<file path="src/rename_settings.svh">
//--------------------------------------------------------------------------
// Sizing macros for the rename and issue stage
// Physical and architectural register counts, sequence-number width
//--------------------------------------------------------------------------

`ifndef RENAME_SETTINGS_SVH
`define RENAME_SETTINGS_SVH

// Physical registers in the register file
`define RN_NUM_PREGS 36

// Architectural registers seen by software
`define RN_NUM_AREGS 32

// Width of the in-flight sequence number
`define RN_SEQ_BITS 8

`endif

</file>
<file path="src/rename_pkg.sv">
//--------------------------------------------------------------------------
// Shared types for the decode, rename and issue stage
// Register indices, uop encoding, instruction word views, channel records
//--------------------------------------------------------------------------

`default_nettype none

`include "rename_settings.svh"

package rename_pkg;

  typedef logic [$clog2(`RN_NUM_PREGS)-1:0] preg_t;
  typedef logic [$clog2(`RN_NUM_AREGS)-1:0] areg_t;
  typedef logic [`RN_SEQ_BITS-1:0]          seq_t;

  // Major opcodes of the supported subset
  localparam logic [6:0] OPC_OP     = 7'b0110011;
  localparam logic [6:0] OPC_OP_IMM = 7'b0010011;
  localparam logic [6:0] OPC_LUI    = 7'b0110111;

  typedef enum logic [3:0] {
    UOP_ADD,
    UOP_SUB,
    UOP_AND,
    UOP_OR,
    UOP_XOR,
    UOP_ADDI,
    UOP_ANDI,
    UOP_LUI,
    UOP_ILLEGAL
  } uop_t;

  // Register-register view
  typedef struct packed {
    logic [6:0] funct7;
    areg_t      rs2;
    areg_t      rs1;
    logic [2:0] funct3;
    areg_t      rd;
    logic [6:0] opcode;
  } r_fields_t;

  // Register-immediate view
  typedef struct packed {
    logic [11:0] imm12;
    areg_t       rs1;
    logic [2:0]  funct3;
    areg_t       rd;
    logic [6:0]  opcode;
  } i_fields_t;

  // One instruction word, decoded through either view
  typedef union packed {
    r_fields_t r;
    i_fields_t i;
  } inst_word_u;

  typedef struct packed {
    inst_word_u  inst;
    logic [31:0] pc;
    seq_t        seq;
  } fetch_item_t;

  typedef struct packed {
    uop_t        uop;
    logic [31:0] op1;
    logic [31:0] op2;
    areg_t       waddr;
    preg_t       preg;
    preg_t       ppreg;
    seq_t        seq;
    logic [31:0] pc;
  } issue_item_t;

  typedef struct packed {
    logic        val;
    logic        wen;
    preg_t       preg;
    preg_t       ppreg;
    areg_t       waddr;
    logic [31:0] wdata;
    seq_t        seq;
  } complete_t;

endpackage

`default_nettype wire

</file>
<file path="src/int_pipe.sv">
//--------------------------------------------------------------------------
// Two-stage integer pipe producing completion records
//--------------------------------------------------------------------------

`timescale 1ns/10ps
`default_nettype none

module int_pipe (
  input  logic                    clk,
  input  logic                    rst,
  input  logic                    issue_val,
  input  rename_pkg::issue_item_t issue,
  output rename_pkg::complete_t   complete
);

  import rename_pkg::*;

  logic        s1_val;
  issue_item_t s1_item;
  logic        s2_val;
  complete_t   s2_next;
  complete_t   s2_rec;
  logic [31:0] alu_out;

  // Stage 1 captures the issued item
  always_ff @(posedge clk) begin
    if (rst) begin
      s1_val <= 1'b0;
      s2_val <= 1'b0;
    end else begin
      s1_val <= issue_val;
      s2_val <= s1_val;
    end
  end

  always_comb begin
    case (s1_item.uop)
      UOP_ADD, UOP_ADDI: alu_out = s1_item.op1 + s1_item.op2;
      UOP_SUB:           alu_out = s1_item.op1 - s1_item.op2;
      UOP_AND, UOP_ANDI: alu_out = s1_item.op1 & s1_item.op2;
      UOP_OR:            alu_out = s1_item.op1 | s1_item.op2;
      UOP_XOR:           alu_out = s1_item.op1 ^ s1_item.op2;
      UOP_LUI:           alu_out = s1_item.op2;
      default:           alu_out = 32'b0;
    endcase

    s2_next.val   = s1_val;
    s2_next.wen   = (s1_item.waddr != '0);
    s2_next.preg  = s1_item.preg;
    s2_next.ppreg = s1_item.ppreg;
    s2_next.waddr = s1_item.waddr;
    s2_next.wdata = alu_out;
    s2_next.seq   = s1_item.seq;
  end

  // Payload registers
  always_ff @(posedge clk) begin
    s1_item <= issue;
    s2_rec  <= s2_next;
  end

  // Stage 2 drives the broadcast, valid from the reset-cleared flag
  always_comb begin
    complete     = s2_rec;
    complete.val = s2_val;
  end

endmodule

`default_nettype wire

</file>
<file path="config.mk">
export PLATFORM = sky130hd
export DESIGN_NAME = int_pipe
export DESIGN_NICKNAME = d
export VERILOG_FILES = /design/src/rename_pkg.sv /design/src/int_pipe.sv
export VERILOG_INCLUDE_DIRS = /design/src
export SDC_FILE = /design/constraint.sdc
export NUM_CORES = 1
export LEC_CHECK = 0
export BUFFER_PORTS_ARGS = -buffer_cell sky130_fd_sc_hd__buf_2
export CORE_MARGIN = 8
export CORE_UTILIZATION = 44
export CTS_CLUSTER_DIAMETER = 80
export DETAILED_ROUTE_END_ITERATION = 7
export PLACE_DENSITY = 0.79
export SYNTH_ARGS = -nofsm -noshare
export SYNTH_HDL_FRONTEND = slang
export SYNTH_SLANG_ARGS = --single-unit
</file>
<file path="constraint.sdc">
create_clock -name clk -period 6.4 [get_ports clk]
set_clock_uncertainty 0.1 [all_clocks]
set_input_delay 0.64 -clock clk [delete_from_list [all_inputs] [get_ports clk]]
set_output_delay 0.64 -clock clk [all_outputs]
set_load 0.01 [all_outputs]
</file>
======== Word-level counts from Yosys, hierarchy flattened ========
Index checks and enable logic that the tools add are counted.
Widths: inputs -> output; s select.
word-level totals
  register bits ........................... 153
  word-level logic and storage cells ...... 32
cells by class
  bitwise gates (word level) .............. 3
  equal/unequal tests ..................... 7
  $add $sub $neg .......................... 2
  muxes and demuxes ....................... 1
  reductions and logical operators ........ 4
operators by type and width
  operator            count
  $pmux 32 s6         1
  $add 32x32->32      1
  $and 32x32->32      1
  $or 32x32->32       1
  $sub 32x32->32      1
  $xor 32x32->32      1
  $eq 4x3->1 const B  4
  $eq 4x2->1 const B  2
  $reduce_bool 5->1   1
  $eq 4x1->1 const B  1
  $logic_not 4->1     1
  $reduce_or 2->1     2

======== Longest topological paths before layout ========
Gate-level depths: netlist of run 1.
  depth in word-level cells ............... 3
  depth in mapped cells ................... 19
  mapped depth without buffers ............ 18

======== Worst setup path after synthesis of run 1 ========
Ideal clock, no wire load.
  path kind ............................... register to register
  from .................................... register s1_item[78] (netlist bit)
  to ...................................... register s2_rec, in the netlist complete[37]
  period minus slack after synthesis ...... 3.699 ns
  data arrival time ....................... 3.466 ns
  stages on the path, launching flop included .. 15
  setup time .............................. 0.133 ns
  slack ................................... 2.701 ns
  path through ............................ dfxtp_1 -> or4_4 -> or3_4 -> o21ai_0 -> xnor2_1 -> ha_1 -> buf_6 -> a21o_1 -> a21o_1 -> a211o_1 -> a21o_1 -> a221o_1 -> a31oi_1 -> xor2_1 -> o211ai_1
on the way
  longest elaborated chain between the ends .. 2
  elaborated cells on any way between the ends .. 3
  those cells by class .................... add/sub (2); mux (1)
ends and longest elaborated chain
  what                                                     line                            source
  from (decl)                                              int_pipe.sv:19                  issue_item_t s1_item;
  from (signal assigned)                                   int_pipe.sv:58                  s1_item <= issue;
  $sub 32x32->32 / $add 32x32->32 (equally long branches)  int_pipe.sv:39, int_pipe.sv:38
  $pmux 32 s6 (*)                                          int_pipe.sv:37                  case (s1_item.uop)
  net alu_out[29]                                          int_pipe.sv:23                  logic [31:0] alu_out;
  to (signal assigned)                                     int_pipe.sv:59                  s2_rec <= s2_next;
  to (decl)                                                int_pipe.sv:22                  complete_t s2_rec;
The timed path passes the listed nets; every way through them passes the cells marked *.
A chain may end at the register's enable or synchronous reset.

======== Worst setup path in the final report of run 1 ========
  from .................................... register s1_item[57] (netlist bit)
  to ...................................... register s2_rec, in the netlist complete[37]
The elaborated chain is that of the path after synthesis.

==> out/summary.txt, run 1 <==
======================================================================================
# placed instances ......................................................         1107
Number of maximum-capacitance constraint violations .....................            0
Post-Syn Instances ......................................................          759
CTS H-tree lvls .........................................................            4
Avg Vias per Cell .......................................................         5.18
Crit path setup slack, layout ...........................................      2.09 ns
Average instance area after synthesis ...................................   9.64 sq um
Category of the most critical setup path ................................ flip-flop to flip-flop
Num Clock Sinks .........................................................          153
Initial antenna violation count .........................................            1
Most used standard cell by instance count after synthesis ...............      dfxtp_1
Via total after detailed routing ........................................         5905
Count of final hold-check violations ....................................            0
Placer's final routability congestion estimate ..........................        0.868
Vias in the first global route ..........................................         6178
Die Span X ..............................................................       145 um
Number of standard cells in the final layout excluding fillers ..........         1139
Effective utilization at floorplan ......................................        0.446
Max VDD drop ............................................................   0.000194 V
PwrDens .................................................................  270 nW/um^2
Final-report max-slew violation count ...................................            0
Final sum of negative setup slack .......................................         0 ns
Global router's overall resource usage ..................................        0.172
Top-level I/O count .....................................................          187
TritonRoute pass-1 iters ................................................            6
Total wirelength of the detailed-routed design ..........................      17.9 mm
Post-layout min period ..................................................      4.31 ns
Dominant cells by area after synthesis .................................. dfxtp_1 42%, ha_1 16%, xnor2_1 5.1%
Critical path data required time ........................................      6.59 ns
Growth of design area from synthesis to finish ..........................        20.4%
Worst Hold Class ........................................................ input pin to flip-flop
Pre-CTS setup slack .....................................................      2.15 ns
Result of the run .......................................................    completed
TritonCTS Buffers .......................................................           17
DRC marker count from the first detailed-route iteration ................          395
Number of enable flip-flop cells after synthesis ........................            0
Port-buffer cells .......................................................          154
Half-perimeter wire length after placement ..............................      13.4 mm
Worst reg2reg setup slack ...............................................      2.09 ns
Pleak ...................................................................   0.00424 uW
Mapped Area .............................................................   7320 sq um
Core box area ...........................................................  16400 sq um
Antenna violation net count after detailed routing ......................            0
CTS tree ................................................................        built
Critical path peak fanout ...............................................            8
Resize count post-CTS ...................................................            0
Post-synthesis sequential area ratio ....................................        0.419
Die Y ...................................................................       145 um
Clock slew at the register clock pins of the worst setup and hold paths .      0.06 ns
Net count of the mapped netlist .........................................          984
Fraction of synthesis flops using an asynchronous set or reset pin ......            0
Worst setup EP type .....................................................    flip-flop
Fraction of final layout cells sized beyond drive strength 1 ............        0.223
Count of state elements after synthesis .................................          153
Hold buffers post-CTS ...................................................            0
Arrival time of data at the critical path endpoint ......................      4.50 ns
Synth cell types ........................................................           57
DRC violations left .....................................................            0
Cell types with the highest counts after synthesis ...................... 153 x dfxtp_1, 96 x ha_1, 67 x inv_1
Nets ....................................................................         1131
Top cell type's share of synthesized area ...............................        0.419
Post-synth top flop .....................................................      dfxtp_1
Overflow after GRT ......................................................            0
Wire length of the first global-routing pass ............................      30.0 mm
Clk Latency, worst-skew pair ............................................      0.42 ns
Element type at the critical path start .................................    flip-flop
Final-report setup violation count ......................................            0
Setup Fix Bufs, Post-CTS ................................................            0
Cell accounting for the most synthesized area ...........................      dfxtp_1
Rows ....................................................................           47
Routed wire per std cell ................................................      15.7 um
Maximum number of pins on one net before global-route repair ............           22
Number of warnings issued by yosys ......................................            0
Number of filler instances in the final layout ..........................         1484
Pwr Total ...............................................................      2380 uW
Root Buffer Master ......................................................    clkbuf_16
Die outline area ........................................................  21000 sq um
Fraction of the cycle the final worst path needs ........................        0.673
Number of buffers on the longest clock path .............................            2
Transition time at the pin with the least slew margin ...................     0.844 ns
Unrepaired setup endpoints after global routing .........................        false
Highest clock rate ......................................................      232 MHz
Worst slew margin .......................................................        0.435
======================================================================================
cell usage in the layout, fill, tap and decap left out, types with 2 or more instances in the layout:
cell type	netlist	final
a21o_1	21	21
buf_4	2	5
nand3_1	7	7
inv_6	0	2
buf_2	3	154
nor3_1	8	7
dfxtp_1	153	153
a22oi_1	27	27
a211oi_1	3	3
o21ai_1	3	3
nand2_1	35	35
and3_1	4	4
o21ai_0	19	19
nand4_1	8	8
a21oi_1	60	60
or2_2	2	2
clkinv_4	0	4
inv_1	67	67
nand2b_1	6	6
a22o_1	2	2
ha_1	96	96
a221o_1	3	3
and4_2	2	2
a32oi_1	2	2
o31ai_1	4	4
xnor2_1	43	43
o221ai_1	2	2
nor2_1	51	51
xor2_1	16	16
a221oi_1	5	5
nor2b_1	6	5
clkbuf_16	0	17
a31oi_1	10	10
a41oi_1	7	7
clkinvlp_4	0	5
o21bai_1	2	2
and2_1	4	4
o211ai_1	31	31
path summary, 6_finish.rpt:
path                    start            to  cells after the start
setup / recovery  s1_item[57]  complete[37]                     16
hold / removal      issue[92]   s1_item[92]                      1
setup reg to reg  s1_item[57]  complete[37]                     16
hold reg to reg   s1_item[46]  complete[51]                      0
per-layer routing:
metal	part of all wire	vias to the layer above	track usage
met5	0	-	0
met3	0.087	23	0.0609
met4	0.016	0	0.0642
met1	0.45	2728	0.211
li1	-	2956	-
met2	0.44	198	0.274
logic make-up after synthesis:
logic type | Yosys count | synth area share
buffers and inverters | 98 | 0.0530
xor gates and xnor gates | 60 | 0.0728
and+or+nand+nor | 143 | 0.0975
adders and majority gates | 97 | 0.167
AOI/OAI and AO/OA | 207 | 0.190
muxes | 1 | 0.00137
DFF | 153 | 0.419
state kept, by name, summed over array words and instances, names as in the netlist:
name      flops
complete     58
s1_item      93
s2_val        1
s1_val        1
through the flow:
stage          area, sq um  hold slack, ns  utilization
2_1_floorplan         7320           0.210            -
3_3_place_gp          8270           0.210        0.504
3_5_place_dp          8270           0.212        0.504
4_1_cts               8810           0.199        0.537
5_1_grt               8810           0.198        0.537
6_report              8810           0.220        0.537
layout make-up:
| class | instances | area [sq um] | share of cell area |
|---|---|---|---|
| antenna | 1 | 2.50 | 0.000284 |
| clock buffer | 19 | 443 | 0.0503 |
| clock inverter | 12 | 95.1 | 0.0108 |
| inverter | 67 | 251 | 0.0285 |
| multi-input combinational | 508 | 3870 | 0.440 |
| sequential | 153 | 3060 | 0.348 |
| tap | 220 | 275 | 0.0312 |
| timing repair buffer | 159 | 808 | 0.0917 |
worst max-delay path, stage by stage (launching register included):
cell and delay (ns):
dfxtp_1 0.36, inv_1 0.11, ha_1 0.22, nand3_1 0.13, nor2_1 0.37, nand4_1 0.37
o21ai_0 0.30, xnor2_1 0.15, ha_1 0.34, a21o_1 0.21, a21o_1 0.18, a211o_1 0.30
a21o_1 0.18, a221o_1 0.34, a31oi_1 0.24, xor2_1 0.21, o211ai_1 0.09
power breakdown:
group	total (uW)	switching (uW)	internal [uW]
logic	421	234	187
registers	1060	38.6	1020
clock network	902	395	507
No activity file was read; power rests on OpenSTA's default activity.
==> run 2, diff against run 1 <==
- ABC_AREA: default -> 1
- PLACE_DENSITY: 0.79 -> 0.78
- clock period: 6.4 -> 4.47 ns (I/O delays scaled with it)
==> run 2 against run 1 <==
  * Synthesized cell count rose by 49%
  * Sequential share of layout area fell by 4.0 points
  * Clock-buffer cell count fell by 2
  * Sequential power rose by 42%
  * Wire length rose by 33%
  * Maximum frequency rose by 24%
  * Worst hold slack got worse by 0.21 ns
  * Critical path depth rose by 1
  * Largest cell class unchanged
  * Highest routed layer unchanged
==> out/summary.txt, run 2 <==
======================================================================================
Arrival time of data at the critical path endpoint ......................      3.70 ns   was 4.50 ns
Net count of the mapped netlist .........................................         1357   was 984
Capture point of the worst path ......................................... complete[33]   was complete[37]
Cell internal power dissipation .........................................      2460 uW   was 1710 uW
Effective utilization at floorplan ......................................        0.446   about the same
Num Clock Sinks .........................................................          153   unchanged
Maximum number of pins on one net before global-route repair ............           32   was 22
Sequential share of power ...............................................        0.416   was 0.445
Pre-CTS setup slack .....................................................      1.02 ns   was 2.15 ns
Synth cell types ........................................................           41   was 57
Global router's overall resource usage ..................................        0.198   was 0.172
Compound-cell area share of the yosys netlist ...........................        0.102   was 0.190
Net switching component of the power ....................................      1160 uW   was 667 uW
Clk Latency, worst-skew pair ............................................      0.43 ns   was 0.42 ns
Dominant cells by area after synthesis .................................. dfxtp_1 37%, ha_1 14%, nand2_1 13%   was dfxtp_1 42%, ha_1 16%, xnor2_1 5.1%
Antenna violation net count after detailed routing ......................            0   unchanged
Critical path data required time ........................................      4.68 ns   was 6.59 ns
Comb pwr share ..........................................................        0.185   was 0.177
Worst slew margin .......................................................        0.236   was 0.435
Transition time at the pin with the least slew margin ...................      1.14 ns   was 0.844 ns
Pleak ...................................................................   0.00542 uW   was 0.00424 uW
Die Span X ..............................................................       154 um   was 145 um
Register with the most flip-flops .......................................      s1_item   unchanged
Post-Syn Instances ......................................................         1132   was 759
TritonCTS Buffers .......................................................           17   unchanged
Root Buffer Master ......................................................    clkbuf_16   unchanged
Power share of the clock group ..........................................        0.399   was 0.379
Top-level I/O count .....................................................          187   unchanged
Number of enable flip-flop cells after synthesis ........................            0   unchanged
Combinational family with the most area after synthesis ................. simple AND/OR/NAND/NOR gates   was compound AO/OA/AOI/OAI gates
DRC violations left .....................................................            0   unchanged
Start point of the worst min-delay path .................................    issue[69]   was issue[92]
TritonRoute pass-1 iters ................................................            7   was 6
Average instance area after synthesis ...................................   7.35 sq um   was 9.64 sq um
Placer's final routability congestion estimate ..........................        0.965   was 0.868
Vias in the first global route ..........................................         7506   was 6178
Fraction of the mapped netlist area in adder cells ......................        0.147   was 0.167
Fraction of the cycle the final worst path needs ........................        0.780   was 0.673
Fraction of power spent switching nets ..................................        0.320   was 0.280
Worst setup EP type .....................................................    flip-flop   unchanged
Antenna cell count ......................................................            0   was 1
Post-synth top flop .....................................................      dfxtp_1   unchanged
Critical path peak fanout ...............................................           14   was 8
Cell accounting for the most synthesized area ...........................      dfxtp_1   unchanged
R2R cell count ..........................................................           17   was 16
Most used standard cell by instance count after synthesis ...............      nand2_1   was dfxtp_1
Number of warnings issued by yosys ......................................            0   unchanged
CTS H-tree lvls .........................................................            4   unchanged
Number of buffers on the longest clock path .............................            2   unchanged
Count of state elements after synthesis .................................          153   unchanged
Simple-gate share of the synthesized area ...............................        0.243   was 0.0975
Most used cells in the layout excluding fill and tap cells .............. 293 x nand2_1, 210 x inv_1, 154 x buf_2, 153 x dfxtp_1, 96 x ha_1   was 154 x buf_2, 153 x dfxtp_1, 96 x ha_1, 67 x inv_1, 60 x a21oi_1
Top cell type's share of synthesized area ...............................        0.368   was 0.419
DRC marker count from the first detailed-route iteration ................          554   was 395
Core box area ...........................................................  18600 sq um   was 16400 sq um
Unrepaired setup endpoints after global routing .........................        false   unchanged
PwrDens .................................................................  364 nW/um^2   was 270 nW/um^2
Count of final hold-check violations ....................................            0   unchanged
Portion of netlist area occupied by mux cells ...........................            0   was 0.00137
Setup Fix Bufs, Post-CTS ................................................            0   unchanged
Die outline area ........................................................  23600 sq um   was 21000 sq um
Crit path setup slack, layout ...........................................     0.986 ns   was 2.09 ns
Cell types with the highest counts after synthesis ...................... 293 x nand2_1, 210 x inv_1, 153 x dfxtp_1   was 153 x dfxtp_1, 96 x ha_1, 67 x inv_1
Highest clock rate ......................................................      287 MHz   was 232 MHz
Critical register-to-register path endpoint ............................. complete[33]   was complete[37]
Worst setup startpoint .................................................. s1_item[124]   was s1_item[57]
Result of the run .......................................................    completed   unchanged
Port-buffer cells .......................................................          154   unchanged
Nets ....................................................................         1520   was 1131
Number of maximum-capacitance constraint violations .....................            0   unchanged
Post-layout min period ..................................................      3.48 ns   was 4.31 ns
Rows ....................................................................           50   was 47
Final Hold Slack ........................................................    0.0105 ns   was 0.220 ns
Fraction of synthesis flops using an asynchronous set or reset pin ......            0   unchanged
Die Y ...................................................................       154 um   was 145 um
Element type at the critical path start .................................    flip-flop   unchanged
Final-report max-slew violation count ...................................            0   unchanged
Clock slew at the register clock pins of the worst setup and hold paths .      0.08 ns   was 0.06 ns
Post-synthesis sequential area ratio ....................................        0.368   was 0.419
Final sum of negative setup slack .......................................         0 ns   unchanged
XOR/XNOR share of the synthesized area ..................................       0.0295   was 0.0728
Wire length of the first global-routing pass ............................      37.7 mm   was 30.0 mm
Most common cell after layout, fill and taps aside ......................      nand2_1   was buf_2
Reg2Reg Launch Point .................................................... s1_item[124]   was s1_item[57]
Category of the most critical setup path ................................ flip-flop to flip-flop   unchanged
Routed wire per std cell ................................................      15.4 um   was 15.7 um
Overflow after GRT ......................................................            0   unchanged
Growth of design area from synthesis to finish ..........................        19.8%   was 20.4%
Mapped Area .............................................................   8320 sq um   was 7320 sq um
CTS tree ................................................................        built   unchanged
Worst Hold Class ........................................................ input pin to flip-flop   unchanged
Max VDD drop ............................................................   0.000437 V   was 0.000194 V
Half-perimeter wire length after placement ..............................      18.6 mm   was 13.4 mm
Avg Vias per Cell .......................................................         4.97   was 5.18
Initial antenna violation count .........................................            0   was 1
Total wirelength of the detailed-routed design ..........................      23.7 mm   was 17.9 mm
Final-report setup violation count ......................................            0   unchanged
Worst reg2reg setup slack ...............................................      0.99 ns   was 2.09 ns
Fraction of final layout cells sized beyond drive strength 1 ............        0.171   was 0.223
Via total after detailed routing ........................................         7664   was 5905
Max reg flops ...........................................................           93   unchanged
======================================================================================
[run 2: cell types whose count changed in the layout (fill, tap and decap cells not counted), moves of 12 or more]
cell / change
a221oi_1: +16
inv_1: +143
o211ai_1: -29
xor2_1: +12
a21o_1: -19
xnor2_1: -43
o22ai_1: +32
a22oi_1: -27
nor2_1: +41
nand2_1: +258
nand3_1: +47
a21oi_1: -28
[run 2: cell families after synthesis]
logic type	after synthesis
AO/OA/AOI/OAI	129
XOR/XNOR	28
adder cells (fa/ha/maj)	97
buffers and inverters	239
flip-flops	153
AND/OR/NAND/NOR	486
[run 2: worst max-delay path, stage by stage, from the launching register on]
cell      delay, ns
dfxtp_1        0.33
or2_4          0.28
inv_2          0.06
nand3_2        0.24
buf_4          0.32
nand2_2        0.18
o21a_1         0.18
o21ai_1        0.08
xor2_1         0.16
ha_1           0.40
nand2_1        0.13
nor2_1         0.27
nand2_1        0.11
nand3b_1       0.23
nand2_1        0.10
nand2_1        0.05
nand3_1        0.10
nand2_1        0.06
[run 2: worst min path at each step]
stage / endpoint / slack (ns) / cells after the start
6_report: s1_item[69] / 0.01 / 1
5_1_grt: s1_item[35] / 0.0004 / 1
4_1_cts: s1_item[95] / 0.003 / 1
3_5_place_dp: complete[3] / 0.21 / 0
3_3_place_gp: complete[1] / 0.21 / 0
2_1_floorplan: complete[0] / 0.21 / 0
[run 2: metal layers]
| metal | track usage | part of all wire | vias up | wire (um) |
|---|---|---|---|---|
| met1 | 0.248 | 0.45 | 3479 | 10600 |
| met4 | 0.0513 | 0.017 | 0 | 405 |
| met5 | 0 | 0 | - | 0 |
| met3 | 0.0499 | 0.073 | 29 | 1730 |
| li1 | - | - | 3908 | - |
| met2 | 0.334 | 0.46 | 248 | 11000 |
[run 2: through the flow]
stage / total power [uW] / instances / util / area, sq um
final: 3630 / 1542 / 0.534 / 9960
after CTS: 3640 / 1540 / 0.533 / 9940
after global routing: 3810 / 1542 / 0.534 / 9960
after global placement: 2180 / 1508 / 0.501 / 9340
after detailed placement: 2200 / 1508 / 0.501 / 9340
after floorplan: 1970 / 1132 / - / 8320
[run 2: repair_timing]
| item | 4_1_cts | 5_1_grt |
|---|---|---|
| setup endpoints to repair | 0 | 0 |
| gates resized for setup | 0 | 0 |
| hold buffers | 0 | 2 |
| hold endpoints to repair | 0 | 2 |
[run 2: power groups by stage]
stage	clock, uW	sequential [uW]	combinational (uW)
floorplan	0	1550	415
global placement	0	1540	643
detailed placement	0	1540	657
CTS	1470	1510	663
global route	1540	1520	754
finish	1450	1510	670
[run 2: final cells by class]
type / instances / area [sq um]
Fill cell: 1851 / 8680
Multi-Input combinational cell: 740 / 4340
Sequential cell: 153 / 3060
Timing Repair Buffer: 162 / 836
Inverter: 221 / 830
Clock buffer: 17 / 425
Tap cell: 234 / 293
Clock inverter: 15 / 180
==> run 3, diff against run 2 <==
- ABC_AREA: 1 -> 0
- PLACE_DENSITY: 0.78 -> 0.82
- clock period: 4.47 -> 3 ns (I/O delays scaled with it)
==> run 3 against run 2 <==
  * The run now ends with setup timing left
  * Largest power group unchanged
  * Register-to-register slack worse by 1.7 ns
  * Sequential share of layout area down 4.7 points
  * Worst setup slack worse by 1.7 ns
  * Sequential power up 50%
  * Wire length up 5.7%
  * Critical path type unchanged
  * Cell count down 9.0%
==> out/summary.txt, run 3 (synthesized netlist as in run 1, its figures left out) <==
======================================================================================
Global routing met1 resource utilization ................................        0.250   was 0.248
DRC marker count from the first detailed-route iteration ................          629   was 554
Root Buffer Master ......................................................    clkbuf_16   unchanged
Fraction of power spent switching nets ..................................        0.295   was 0.320
R2R cell count ..........................................................           15   was 17
Core box area ...........................................................  16400 sq um   was 18600 sq um
Maximum single-stage delay on the critical path .........................      0.36 ns   was 0.40 ns
Max VDD drop ............................................................   0.000450 V   was 0.000437 V
Power share of the clock group ..........................................        0.355   was 0.399
Number of buffers on the longest clock path .............................            2   unchanged
Count of final hold-check violations ....................................            0   unchanged
Number of maximum-capacitance constraint violations .....................            0   unchanged
Initial antenna violation count .........................................            0   unchanged
CTS H-tree lvls .........................................................            4   unchanged
Number of filler instances in the final layout ..........................         1082   was 1851
Max reg flops ...........................................................           93   unchanged
Final-report max-slew violation count ...................................            0   unchanged
Sequence of cells on the critical path .................................. nor4_4 > buf_4 > nand4_1 > buf_6 > o21ai_0 > xnor2_1 > ha_1 > a21oi_1 > nor2_1 > a211o_1 > a21o_1 > a221o_1 > a31oi_2 > xor2_1 > o211ai_1   was or2_4 > inv_2 > nand3_2 > buf_4 > nand2_2 > o21a_1 > o21ai_1 > xor2_1 > ha_1 > nand2_1 > nor2_1 > nand2_1 > nand3b_1 > nand2_1 > nand2_1 > nand3_1 > nand2_1
Routing layer with the top usage in global route ........................         met2   unchanged
Nets ....................................................................         1395   was 1520
Top-level I/O count .....................................................          187   unchanged
Worst hold stages .......................................................            0   was 1
Die Y ...................................................................       145 um   was 154 um
Worst Hold Endpoint .....................................................  complete[5]   was s1_item[69]
Critical path data required time ........................................      3.21 ns   was 4.68 ns
Half-perimeter wire length after placement ..............................      15.7 mm   was 18.6 mm
Wire length of the first global-routing pass ............................      37.5 mm   was 37.7 mm
M2 GR Usage .............................................................        0.360   was 0.334
Final-report setup violation count ......................................           20   was 0
Cell with the biggest individual delay on the critical path .............      a221o_1   was ha_1
Most common cell after layout, fill and taps aside ......................        buf_2   was nand2_1
Via total after detailed routing ........................................         7491   was 7664
Met3 track utilization from global routing ..............................       0.0734   was 0.0499
Most used cells in the layout excluding fill and tap cells .............. 154 x buf_2, 153 x buf_4, 145 x dfxtp_1, 95 x dlygate4sd3_1, 90 x ha_1   was 293 x nand2_1, 210 x inv_1, 154 x buf_2, 153 x dfxtp_1, 96 x ha_1
Register with the most flip-flops .......................................      s1_item   unchanged
Element type at the critical path start .................................    flip-flop   unchanged
Final Hold Slack ........................................................     0.228 ns   was 0.0105 ns
Area of all placed cells without fillers ................................  11800 sq um   was 9960 sq um
Antenna violation net count after detailed routing ......................            0   unchanged
Critical register-to-register path endpoint ............................. complete[37]   was complete[33]
Start point of the worst min-delay path .................................  s1_item[37]   was issue[69]
Worst Hold Class ........................................................ flip-flop to flip-flop   was input pin to flip-flop
Comb pwr share ..........................................................        0.263   was 0.185
Fraction of the cycle the final worst path needs ........................         1.25   was 0.780
Highest clock rate ......................................................      266 MHz   was 287 MHz
Category of the most critical setup path ................................ flip-flop to flip-flop   unchanged
Antenna cell count ......................................................            0   unchanged
Post-layout min period ..................................................      3.76 ns   was 3.48 ns
Transition time at the pin with the least slew margin ...................     0.684 ns   was 1.14 ns
Worst reg2reg setup slack ...............................................     -0.76 ns   was 0.99 ns
Port-buffer cells .......................................................          154   unchanged
Unrepaired setup endpoints after global routing .........................         true   was false
Arrival time of data at the critical path endpoint ......................      3.96 ns   was 3.70 ns
Violated checks ......................................................... setup timing
Sequential share of power ...............................................        0.382   was 0.416
Die outline area ........................................................  21000 sq um   was 23600 sq um
PwrDens .................................................................  500 nW/um^2   was 364 nW/um^2
TritonCTS Buffers .......................................................           17   unchanged
Die Span X ..............................................................       145 um   was 154 um
Pre-CTS setup slack .....................................................    -0.624 ns   was 1.02 ns
Cell Area, Placed .......................................................   9470 sq um   was 9340 sq um
Pwr Total ...............................................................      5910 uW   was 3630 uW
Fraction of final layout cells sized beyond drive strength 1 ............        0.401   was 0.171
Clk Latency, worst-skew pair ............................................      0.43 ns   about the same
Critical path peak fanout ...............................................            4   was 14
Vias in the first global route ..........................................         7836   was 7506
Avg Vias per Cell .......................................................         5.34   was 4.97
Overflow after GRT ......................................................            0   unchanged
Reg2Reg Launch Point ....................................................  s1_item[65]   was s1_item[124]
Worst setup EP type .....................................................    flip-flop   unchanged
Net switching component of the power ....................................      1750 uW   was 1160 uW
Cell internal power dissipation .........................................      4160 uW   was 2460 uW
Result of the run ....................................................... complete, but fails checks   was completed
Total wirelength of the detailed-routed design ..........................      25.1 mm   was 23.7 mm
TritonRoute pass-1 iters ................................................            5   was 7
Maximum number of pins on one net before global-route repair ............           21   was 32
Rows ....................................................................           47   was 50
Routed wire per std cell ................................................      17.9 um   was 15.4 um
Growth of design area from synthesis to finish ..........................        61.5%   was 19.8%
Effective utilization at floorplan ......................................        0.446   about the same
Crit path setup slack, layout ...........................................    -0.756 ns   was 0.986 ns
Clock slew at the register clock pins of the worst setup and hold paths .      0.06 ns   was 0.08 ns
Worst slew margin .......................................................        0.544   was 0.236
CTS tree ................................................................        built   unchanged
DRC violations left .....................................................            0   unchanged
Pleak ...................................................................   0.00564 uW   was 0.00542 uW
Global router's overall resource usage ..................................        0.216   was 0.198
Placer's final routability congestion estimate ..........................        0.949   was 0.965
Num Clock Sinks .........................................................          153   unchanged
======================================================================================
## run 3: timing repair
item                       CTS  global route
hold endpoints to repair    95             0
gates cloned                 1             0
pin swaps                   42            52
setup endpoints to repair   21            22
gates resized for setup     65            63
buffers inserted            18            20
hold buffers                95             0
## run 3: how the worst max path moves through the flow
stage / start / endpoint / slack (ns) / depth (start not counted)
after floorplan: s1_item[78] / complete[37] / -0.62 / 16
after global placement: s1_item[78] / complete[37] / -0.55 / 13
after CTS: s1_item[78] / complete[37] / -0.66 / 13
final: s1_item[65] / complete[37] / -0.76 / 15
after detailed placement: s1_item[78] / complete[37] / -0.62 / 15
after global routing: s1_item[60] / complete[37] / -0.95 / 16
## run 3: layout make-up
class,count,area [sq um],area share
Multi-Input combinational cell,509,4540,0.384
Timing Repair Buffer,422,3100,0.262
Sequential cell,153,3080,0.260
Clock buffer,19,443,0.0375
Tap cell,220,275,0.0233
Inverter,67,251,0.0213
Clock inverter,13,134,0.0113
## run 3: worst max-delay path, delay by kind of cell, from the launching register on
kind	cells	cell delay, ns
xor gates and xnor gates	2	0.35
DFF	1	0.34
AOI/OAI and AO/OA	7	1.60
adders and majority gates	1	0.28
and+or+nand+nor	3	0.56
buffers and inverters	2	0.38
## run 3: power by group through the flow
| stage | registers [uW] | logic, uW | clock network, uW |
|---|---|---|---|
| 2_1_floorplan | 2330 | 619 | 0 |
| 3_3_place_gp | 2290 | 1140 | 0 |
| 3_5_place_dp | 2290 | 1160 | 0 |
| 4_1_cts | 2250 | 1360 | 2140 |
| 5_1_grt | 2270 | 1660 | 2250 |
| 6_report | 2260 | 1560 | 2100 |
## run 3: metrics by stage
| step | std cells | utilization | TNS, ns |
|---|---|---|---|
| floorplan | 759 | - | -2.35 |
| global placement | 1245 | 0.577 | -5.88 |
| detailed placement | 1245 | 0.577 | -7.23 |
| CTS | 1388 | 0.694 | -4.94 |
| global route | 1403 | 0.720 | -10.41 |
| finish | 1403 | 0.720 | -7.63 |
## run 3: per-layer routing
metal  vias to the layer above  part of all wire
li1                       3490                 -
met1                      3514              0.41
met4                         0             0.036
met2                       393              0.47
met3                        94             0.085
met5                         -                 0
